$ cat src/source/cache_pkg.sv
/* instruction cache definitions
   address field widths, cache geometry and the tag entry type */

package cache_pkg;

   // front-end address and word size
   localparam int ADDR_W     = 16;   // byte address
   localparam int DATA_W     = 32;

   // address split: tag | index | word offset | byte offset
   localparam int BYTE_OFF_W = 2;
   localparam int WORD_OFF_W = 2;
   localparam int INDEX_W    = 4;
   localparam int TAG_W      = ADDR_W - INDEX_W - WORD_OFF_W - BYTE_OFF_W;

   // bit positions of the fields inside a byte address
   localparam int WORD_OFF_LSB = BYTE_OFF_W;
   localparam int INDEX_LSB    = BYTE_OFF_W + WORD_OFF_W;
   localparam int TAG_LSB      = INDEX_LSB + INDEX_W;

   // geometry
   localparam int LINE_WORDS  = 1 << WORD_OFF_W;   // also the beats per refill
   localparam int N_LINES     = 1 << INDEX_W;
   localparam int LINE_ADDR_W = TAG_W + INDEX_W;   // address of a whole line

   // data array is addressed by index and word offset together
   localparam int DATA_AW    = INDEX_W + WORD_OFF_W;
   localparam int DATA_DEPTH = N_LINES * LINE_WORDS;

   typedef logic [TAG_W-1:0]       tag_t;
   typedef logic [INDEX_W-1:0]     index_t;
   typedef logic [WORD_OFF_W-1:0]  word_off_t;
   typedef logic [DATA_W-1:0]      word_t;
   typedef logic [LINE_ADDR_W-1:0] line_addr_t;   // {tag, index}

   // one entry of the tag array
   typedef struct packed {
      logic valid;   // cleared by reset, set when the line is refilled
      tag_t tag;
   } tag_entry_t;

endpackage

$ cat src/source/refill_if.sv
/* cache controller to line refill link
   refill request from the controller, refill words back from the refill block */

`timescale 1ns/10ps

interface refill_if;
   import cache_pkg::*;

   logic       replace_valid;   // refill request, held until replace is seen
   line_addr_t replace_addr;    // line to fetch
   logic       replace;         // refill in progress
   logic       read_valid;      // one refill word this cycle
   word_off_t  read_addr;       // word offset of that word
   word_t      read_rdata;

   modport ctrl (
      output replace_valid,
      output replace_addr,
      input  replace,
      input  read_valid,
      input  read_addr,
      input  read_rdata
   );

   modport refill (
      input  replace_valid,
      input  replace_addr,
      output replace,
      output read_valid,
      output read_addr,
      output read_rdata
   );

endinterface

$ cat src/source/cache_array.sv
/* synchronous-read storage array
   one write port and one registered read port, payload type set by parameter */

`timescale 1ns/10ps

module cache_array #(
   parameter type entry_t = cache_pkg::word_t,
   parameter int  DEPTH   = cache_pkg::N_LINES
) (
   input  logic                     clk_i,
   input  logic                     reset_i,
   input  logic                     we_i,
   input  logic [$clog2(DEPTH)-1:0] waddr_i,
   input  logic [$clog2(DEPTH)-1:0] raddr_i,
   input  entry_t                   wdata_i,
   output entry_t                   rdata_o
);

   entry_t mem_q [DEPTH];

   // a cleared tag entry has valid low, so reset empties the cache
   always_ff @(posedge clk_i or posedge reset_i) begin
      if (reset_i) begin
         for (int i = 0; i < DEPTH; i++) begin
            mem_q[i] <= '0;
         end
         rdata_o <= '0;
      end else begin
         if (we_i) begin
            mem_q[waddr_i] <= wdata_i;
         end
         // read sees the old entry when both ports hit the same address
         rdata_o <= mem_q[raddr_i];   // data one cycle after the address
      end
   end

endmodule

$ cat src/source/line_refill.sv
/* line refill engine
   fetches one cache line from the memory bus, one word per acknowledged beat,
   and streams each word to the controller with its offset */

`timescale 1ns/10ps

module line_refill (
   input  logic                         clk_i,
   input  logic                         reset_i,
   refill_if.refill                     rf,
   output logic                         be_valid_o,
   output logic [cache_pkg::ADDR_W-1:0] be_addr_o,
   input  logic                         be_ack_i,
   input  cache_pkg::word_t             be_rdata_i
);
   import cache_pkg::*;

   typedef enum logic [1:0] {
      ST_IDLE,
      ST_HANDSHAKE,   // bus beats, one word per ack
      ST_END          // one cycle after the last word
   } state_t;

   state_t    state_q;
   word_off_t beat_q;      // word offset of the current beat
   logic      beat_done;
   logic      last_beat;

   assign beat_done = (state_q == ST_HANDSHAKE) && be_ack_i;
   assign last_beat = (beat_q == word_off_t'(LINE_WORDS - 1));

   always_ff @(posedge clk_i or posedge reset_i) begin
      if (reset_i) begin
         state_q <= ST_IDLE;
         beat_q  <= '0;
      end else begin
         case (state_q)
            ST_IDLE: begin
               beat_q <= '0;   // every line starts at its base word
               if (rf.replace_valid) begin
                  state_q <= ST_HANDSHAKE;
               end
            end
            ST_HANDSHAKE: begin
               if (be_ack_i) begin
                  beat_q <= beat_q + 1'b1;
                  if (last_beat) begin
                     state_q <= ST_END;
                  end
               end
            end
            ST_END: begin
               state_q <= ST_IDLE;
            end
            default: begin
               state_q <= ST_IDLE;
            end
         endcase
      end
   end

   // valid and address only change on an ack, so both hold while the bus waits
   assign be_valid_o = (state_q == ST_HANDSHAKE);
   assign be_addr_o  = {rf.replace_addr, beat_q, {BYTE_OFF_W{1'b0}}};

   // busy from acceptance up to and including the end cycle
   assign rf.replace = (state_q != ST_IDLE);

   // bus words go straight through, tagged with the beat offset
   assign rf.read_valid = beat_done;
   assign rf.read_addr  = beat_q;
   assign rf.read_rdata = be_rdata_i;

endmodule

$ cat src/source/cache_ctrl.sv
/* instruction cache controller
   request acceptance, tag compare and hit response, miss refill with array
   writes, then tag update and replay of the missed request */

`timescale 1ns/10ps

module cache_ctrl (
   input  logic                          clk_i,
   input  logic                          reset_i,
   input  logic                          req_valid_i,
   input  logic [cache_pkg::ADDR_W-1:0]  req_addr_i,
   output logic                          req_ready_o,
   output logic                          rsp_valid_o,
   output cache_pkg::word_t              rsp_rdata_o,
   refill_if.ctrl                        rf,
   output logic                          tag_we_o,
   output cache_pkg::index_t             tag_waddr_o,
   output cache_pkg::index_t             tag_raddr_o,
   output cache_pkg::tag_entry_t         tag_wdata_o,
   input  cache_pkg::tag_entry_t         tag_rdata_i,
   output logic                          data_we_o,
   output logic [cache_pkg::DATA_AW-1:0] data_waddr_o,
   output logic [cache_pkg::DATA_AW-1:0] data_raddr_o,
   output cache_pkg::word_t              data_wdata_o,
   input  cache_pkg::word_t              data_rdata_i
);
   import cache_pkg::*;

   typedef enum logic [2:0] {
      ST_RUN,      // accepting requests, lookups in flight
      ST_REQ,      // refill requested, waiting for the refill block to start
      ST_FILL,     // refill words arriving
      ST_TAG,      // refill end cycle, tag entry written
      ST_REPLAY    // arrays read again with the held address
   } state_t;

   state_t    state_q;
   logic      lookup_q;   // a lookup is in progress this cycle
   tag_t      tag_q;      // fields of the held request
   index_t    idx_q;
   word_off_t off_q;

   tag_t      req_tag;
   index_t    req_idx;
   word_off_t req_off;
   logic      accept;
   logic      tag_match;
   logic      miss;
   logic      last_word;

   // field split of the incoming byte address, low byte bits dropped
   assign req_tag = req_addr_i[TAG_LSB +: TAG_W];
   assign req_idx = req_addr_i[INDEX_LSB +: INDEX_W];
   assign req_off = req_addr_i[WORD_OFF_LSB +: WORD_OFF_W];

   assign accept    = req_valid_i && req_ready_o;
   assign tag_match = tag_rdata_i.valid && (tag_rdata_i.tag == tag_q);
   assign miss      = lookup_q && !tag_match;
   assign last_word = rf.read_valid && (rf.read_addr == word_off_t'(LINE_WORDS - 1));

   // a miss drops ready in its own lookup cycle, so nothing else gets in
   assign req_ready_o = (state_q == ST_RUN) && !miss;
   assign rsp_valid_o = lookup_q && tag_match;
   assign rsp_rdata_o = data_rdata_i;

   always_ff @(posedge clk_i or posedge reset_i) begin
      if (reset_i) begin
         state_q  <= ST_RUN;
         lookup_q <= 1'b0;
      end else begin
         lookup_q <= 1'b0;
         case (state_q)
            ST_RUN: begin
               lookup_q <= accept;
               if (miss) begin
                  state_q <= ST_REQ;
               end
            end
            ST_REQ: begin
               if (rf.replace) begin
                  state_q <= ST_FILL;
               end
            end
            ST_FILL: begin
               if (last_word) begin
                  state_q <= ST_TAG;   // refill block enters its end cycle
               end
            end
            ST_TAG: begin
               state_q <= ST_REPLAY;
            end
            ST_REPLAY: begin
               state_q  <= ST_RUN;
               lookup_q <= 1'b1;       // replayed lookup now hits
            end
            default: begin
               state_q <= ST_RUN;
            end
         endcase
      end
   end

   // held request, kept through the whole miss sequence
   always_ff @(posedge clk_i) begin
      if (accept) begin
         tag_q <= req_tag;
         idx_q <= req_idx;
         off_q <= req_off;
      end
   end

   // refill request stays up until the refill block reports busy
   assign rf.replace_valid = (state_q == ST_REQ);
   assign rf.replace_addr  = {tag_q, idx_q};

   // arrays read the incoming address, except during replay
   assign tag_raddr_o  = (state_q == ST_REPLAY) ? idx_q : req_idx;
   assign data_raddr_o = (state_q == ST_REPLAY) ? {idx_q, off_q} : {req_idx, req_off};

   // each refill word lands at its line and offset
   assign data_we_o    = rf.read_valid;
   assign data_waddr_o = {idx_q, rf.read_addr};
   assign data_wdata_o = rf.read_rdata;

   // line marked valid only once all its words are in place
   assign tag_we_o    = (state_q == ST_TAG);
   assign tag_waddr_o = idx_q;
   assign tag_wdata_o = '{valid: 1'b1, tag: tag_q};

endmodule

$ cat src/source/icache_top.sv
/* direct-mapped read-only instruction cache
   front-end request port, tag and data arrays, refill over the memory bus */

`timescale 1ns/10ps

module icache_top (
   input  logic                         clk_i,
   input  logic                         reset_i,
   // front end
   input  logic                         req_valid_i,
   output logic                         req_ready_o,
   input  logic [cache_pkg::ADDR_W-1:0] req_addr_i,
   output logic                         rsp_valid_o,
   output cache_pkg::word_t             rsp_rdata_o,
   // memory bus
   output logic                         be_valid_o,
   output logic [cache_pkg::ADDR_W-1:0] be_addr_o,
   input  logic                         be_ack_i,
   input  cache_pkg::word_t             be_rdata_i
);
   import cache_pkg::*;

   logic               tag_we;
   index_t             tag_waddr;
   index_t             tag_raddr;
   tag_entry_t         tag_wdata;
   tag_entry_t         tag_rdata;

   logic               data_we;
   logic [DATA_AW-1:0] data_waddr;
   logic [DATA_AW-1:0] data_raddr;
   word_t              data_wdata;
   word_t              data_rdata;

   refill_if u_rf ();

   cache_ctrl u_ctrl (
      .clk_i        (clk_i),
      .reset_i      (reset_i),
      .req_valid_i  (req_valid_i),
      .req_addr_i   (req_addr_i),
      .req_ready_o  (req_ready_o),
      .rsp_valid_o  (rsp_valid_o),
      .rsp_rdata_o  (rsp_rdata_o),
      .rf           (u_rf.ctrl),
      .tag_we_o     (tag_we),
      .tag_waddr_o  (tag_waddr),
      .tag_raddr_o  (tag_raddr),
      .tag_wdata_o  (tag_wdata),
      .tag_rdata_i  (tag_rdata),
      .data_we_o    (data_we),
      .data_waddr_o (data_waddr),
      .data_raddr_o (data_raddr),
      .data_wdata_o (data_wdata),
      .data_rdata_i (data_rdata)
   );

   line_refill u_refill (
      .clk_i      (clk_i),
      .reset_i    (reset_i),
      .rf         (u_rf.refill),
      .be_valid_o (be_valid_o),
      .be_addr_o  (be_addr_o),
      .be_ack_i   (be_ack_i),
      .be_rdata_i (be_rdata_i)
   );

   cache_array #(.entry_t(tag_entry_t), .DEPTH(N_LINES)) u_tags (
      .clk_i   (clk_i),
      .reset_i (reset_i),
      .we_i    (tag_we),
      .waddr_i (tag_waddr),
      .raddr_i (tag_raddr),
      .wdata_i (tag_wdata),
      .rdata_o (tag_rdata)
   );

   cache_array #(.entry_t(word_t), .DEPTH(DATA_DEPTH)) u_data (
      .clk_i   (clk_i),
      .reset_i (reset_i),
      .we_i    (data_we),
      .waddr_i (data_waddr),
      .raddr_i (data_raddr),
      .wdata_i (data_wdata),
      .rdata_o (data_rdata)
   );

endmodule

$ cat config.mk
export PLATFORM = sky130hd
export DESIGN_NAME = icache_top
export DESIGN_NICKNAME = d
export VERILOG_FILES = /design/src/source/cache_pkg.sv /design/src/source/refill_if.sv /design/src/source/cache_array.sv /design/src/source/line_refill.sv /design/src/source/cache_ctrl.sv /design/src/source/icache_top.sv
export SDC_FILE = /design/constraint.sdc
export NUM_CORES = 2
export LEC_CHECK = 0
export BUFFER_PORTS_ARGS = -buffer_cell sky130_fd_sc_hd__buf_2
export CELL_PAD_IN_SITES_DETAIL_PLACEMENT = 0
export CELL_PAD_IN_SITES_GLOBAL_PLACEMENT = 1
export CORE_UTILIZATION = 55
export DETAILED_ROUTE_END_ITERATION = 6
export PLACE_DENSITY_LB_ADDON = 0.08
export RECOVER_POWER = 25
export REMOVE_ABC_BUFFERS = 1
export SLEW_MARGIN = 30
export SYNTH_ARGS = -nofsm -noshare
export SYNTH_HDL_FRONTEND = slang
export SYNTH_SLANG_ARGS = --single-unit
$ cat constraint.sdc
create_clock -name clk_i -period 118.4 [get_ports clk_i]
set_input_delay 17.76 -clock clk_i [delete_from_list [all_inputs] [get_ports clk_i]]
set_output_delay 17.76 -clock clk_i [all_outputs]
set_load 0.01 [all_outputs]
==> flow_summary.ini <==
[route]
vias = 68900
drt_iter0_drc = 5710
drcViolationCount = 0
routedWlPerCell_um = 27.5
via_per_inst = 6.34
antenna_left = 0
dr.pass1.iters = 6
wl_mm = 299

[job]
max_cap_viol_count = 25

[power]
ir_drop_mv = 0.0140
p_leak_nw = 52.9
power.density_nw_per_um2 = 21.9

[die]
core_area_um2 = 185000
initial_utilization = 0.553
ios = 103
die_h_um = 434
num_rows = 158
die_w_um = 434
dieArea_um2 = 188000

[sta]
rsz0062_at_grt = no
period_share = 0.252
hold_ws_ns = 0.466
drv_slew = 1054
timing.setup.tns_ns = 0
min_period_ns = 29.79
max-slew-margin-rel = -2.50
worst_slew_pin_slew_ns = 5.22
setup_ws_ns = 88.61
fin_skew_ns = 0.0338
setup_viol = 0
hold_viol = 0
max_freq_mhz = 33.6

[global_route]
grt_max_degree = 177
gr-usage-all-layers = 0.319
antenna_found_initial = 7
grt_pass1_wl_mm = 449
grt_pass1_vias = 69600
overflow = 0

[synth]
synth.avg_cell_area_um2 = 12.1
synthFlopType = dfrtp_1
synth_edf_count = 14
ys_seq_area_frac = 0.551
ys_types = 52
post_synth_instance_area_um2 = 102000
synth_seq_cells = 2255
synth_top_area_frac = 0.547
synth.largest_area_cell = dfrtp_1
yosys-top-cells-area = dfrtp_1 55%, mux2_2 24%, nand2_1 4.6%
yosys_warnings = 0
synthCells = 8494
async_flop_share = 0.994

[cells_and_area]
drive_above_1_share = 0.347
fin_cells = 10900
nets = 8246
area_delta_synth_final_pct = 9.90
final_common_cell = dfrtp_1
finish.utilization = 0.608
nFillCells = 15000
final_cell_mix = 2241 x dfrtp_1, 2178 x mux2_2, 1221 x nand2_1, 779 x a21oi_1, 386 x a22o_1

[placed_design]
post-dp-hpwl_mm = 161
placedCellCount = 10400
port_buffers = 98
gp_congestion = 0.788
place_ws_ns = 93.42

[clock_network]
postCtsSetupRepairBufs = 0
cts_root_buffer = clkbuf_16
numCtsBuffers = 231
cts_resized = 0
clockBufferDepth = 3
numClockSinks = 2255
ctsHoldBuffers = 0
cts.clk_slew.worst_paths_ns = 0.06
cts_tree = built
cts_max_level = 4
clkLatencyLatePin_ns = 0.88

[critical_path]
crit_required_ns = 119.34
arrival_ns = 30.72
r2r_cells = 12
path_class = in -> async
path_max_fanout = 118
cp-end-kind = async pin
cp-start-kind = primary input

[status]
status = finished, violations left
violations = capacitance limit, slew limit

[min_path]
hold_depth = 1
hp-class = reg -> reg
[cells by family after synthesis]
| kind of cell | Yosys count | share of synthesized area |
|---|---|---|
| simple gates | 1504 | 0.0593 |
| flops | 2255 | 0.551 |
| xor+xnor | 8 | 0.000684 |
| buf+inv | 844 | 0.0336 |
| other cells | 1 | 0.0000366 |
| compound gates | 1569 | 0.103 |
| fa+ha+maj | 1 | 0.000122 |
| mux | 2312 | 0.252 |
[cells in the mapped netlist, drive strengths merged, types with 4 or more instances]
| cell type | count |
|---|---|
| edfxtp | 14 |
| o41ai | 5 |
| clkbuf | 505 |
| nand2 | 1250 |
| nand2b | 11 |
| a211oi | 32 |
| a22o | 386 |
| inv | 9 |
| a22oi | 192 |
| or2 | 11 |
| nor2 | 59 |
| xor2 | 7 |
| mux2 | 2179 |
| a31oi | 9 |
| a32oi | 128 |
| nand4 | 68 |
| nor2b | 4 |
| nor3 | 16 |
| a21oi | 781 |
| mux2i | 133 |
| buf | 330 |
| and3 | 20 |
| a311oi | 27 |
| nand3 | 51 |
| dfrtp | 2241 |
[path summary, 6_finish.rpt]
| path | to | start | slack (ns) |
|---|---|---|---|
| setup / recovery | u_data.mem_q[1648]$_DFFE_PP0P_ | reset_i | 88.61 |
| hold / removal | u_tags.mem_q[143]$_DFFE_PP0P_ | u_tags.mem_q[143]$_DFFE_PP0P_ | 0.47 |
| setup reg to reg | u_data.rdata_o[22]$_DFF_PP0_ | u_ctrl.state_q[0]$_DFFE_PP0P_ | 112.10 |
| hold reg to reg | u_tags.mem_q[143]$_DFFE_PP0P_ | u_tags.mem_q[143]$_DFFE_PP0P_ | 0.47 |
| max in group clk_i | u_data.rdata_o[22]$_DFF_PP0_ | req_addr_i[2] | 96.26 |
| min in group asynchronous | u_data.mem_q[4]$_DFFE_PP0P_ | reset_i | 18.52 |
[per-layer routing]
layer  vias to the layer above  GRT usage  part of all wire
li1                      29700          -                 -
met2                      2057      0.517              0.48
met3                       466     0.0448             0.057
met1                     36700      0.440              0.43
met5                         -    0.00416           0.00012
met4                         4      0.110             0.034
[report_power, final]
part	internal (mW)	switching [mW]	total, mW
logic	0.284	0.300	0.584
registers	1.02	0.124	1.14
clock network	0.435	0.306	0.741
[sequential cells by signal (all words and copies together), names as in the netlist]
name and flops:
u_ctrl.lookup_q 1, u_tags.rdata_o 9, u_refill.rf.read_addr 2, u_ctrl.off_q 2, u_ctrl.tag_q 8, u_ctrl.state_q 3, u_ctrl.tag_waddr_o 4, u_tags.mem_q 144
u_data.rdata_o 32, u_refill.state_q 2, u_data.mem_q 2048
[layout make-up]
type | instances | area (um^2) | share of cell area
clock inverter | 58 | 619 | 0.00550
tap | 2480 | 3100 | 0.0275
antenna | 2 | 5.00 | 0.0000444
clock buffer | 372 | 7170 | 0.0636
multi-input combinational | 5396 | 43100 | 0.383
sequential | 2255 | 56500 | 0.502
timing repair buffer | 300 | 2110 | 0.0188
inverter | 9 | 35.0 | 0.000311
[metrics by stage]
stage	power [mW]	area, um^2
2_1_floorplan	1.61	99100
3_3_place_gp	1.71	105000
3_5_place_dp	1.74	105000
4_1_cts	2.48	113000
5_1_grt	2.59	113000
6_report	2.47	113000
[critical path: stages]
cell and delay, ns:
buf_2 0.10, clkinvlp_2 2.88, clkbuf_1 2.88, clkbuf_1 2.79, buf_4 0.99, buf_4 0.78, buf_12 0.38, buf_16 0.44
buf_4 0.74, buf_6 0.62
No activity file was read; power rests on OpenSTA's default activity.
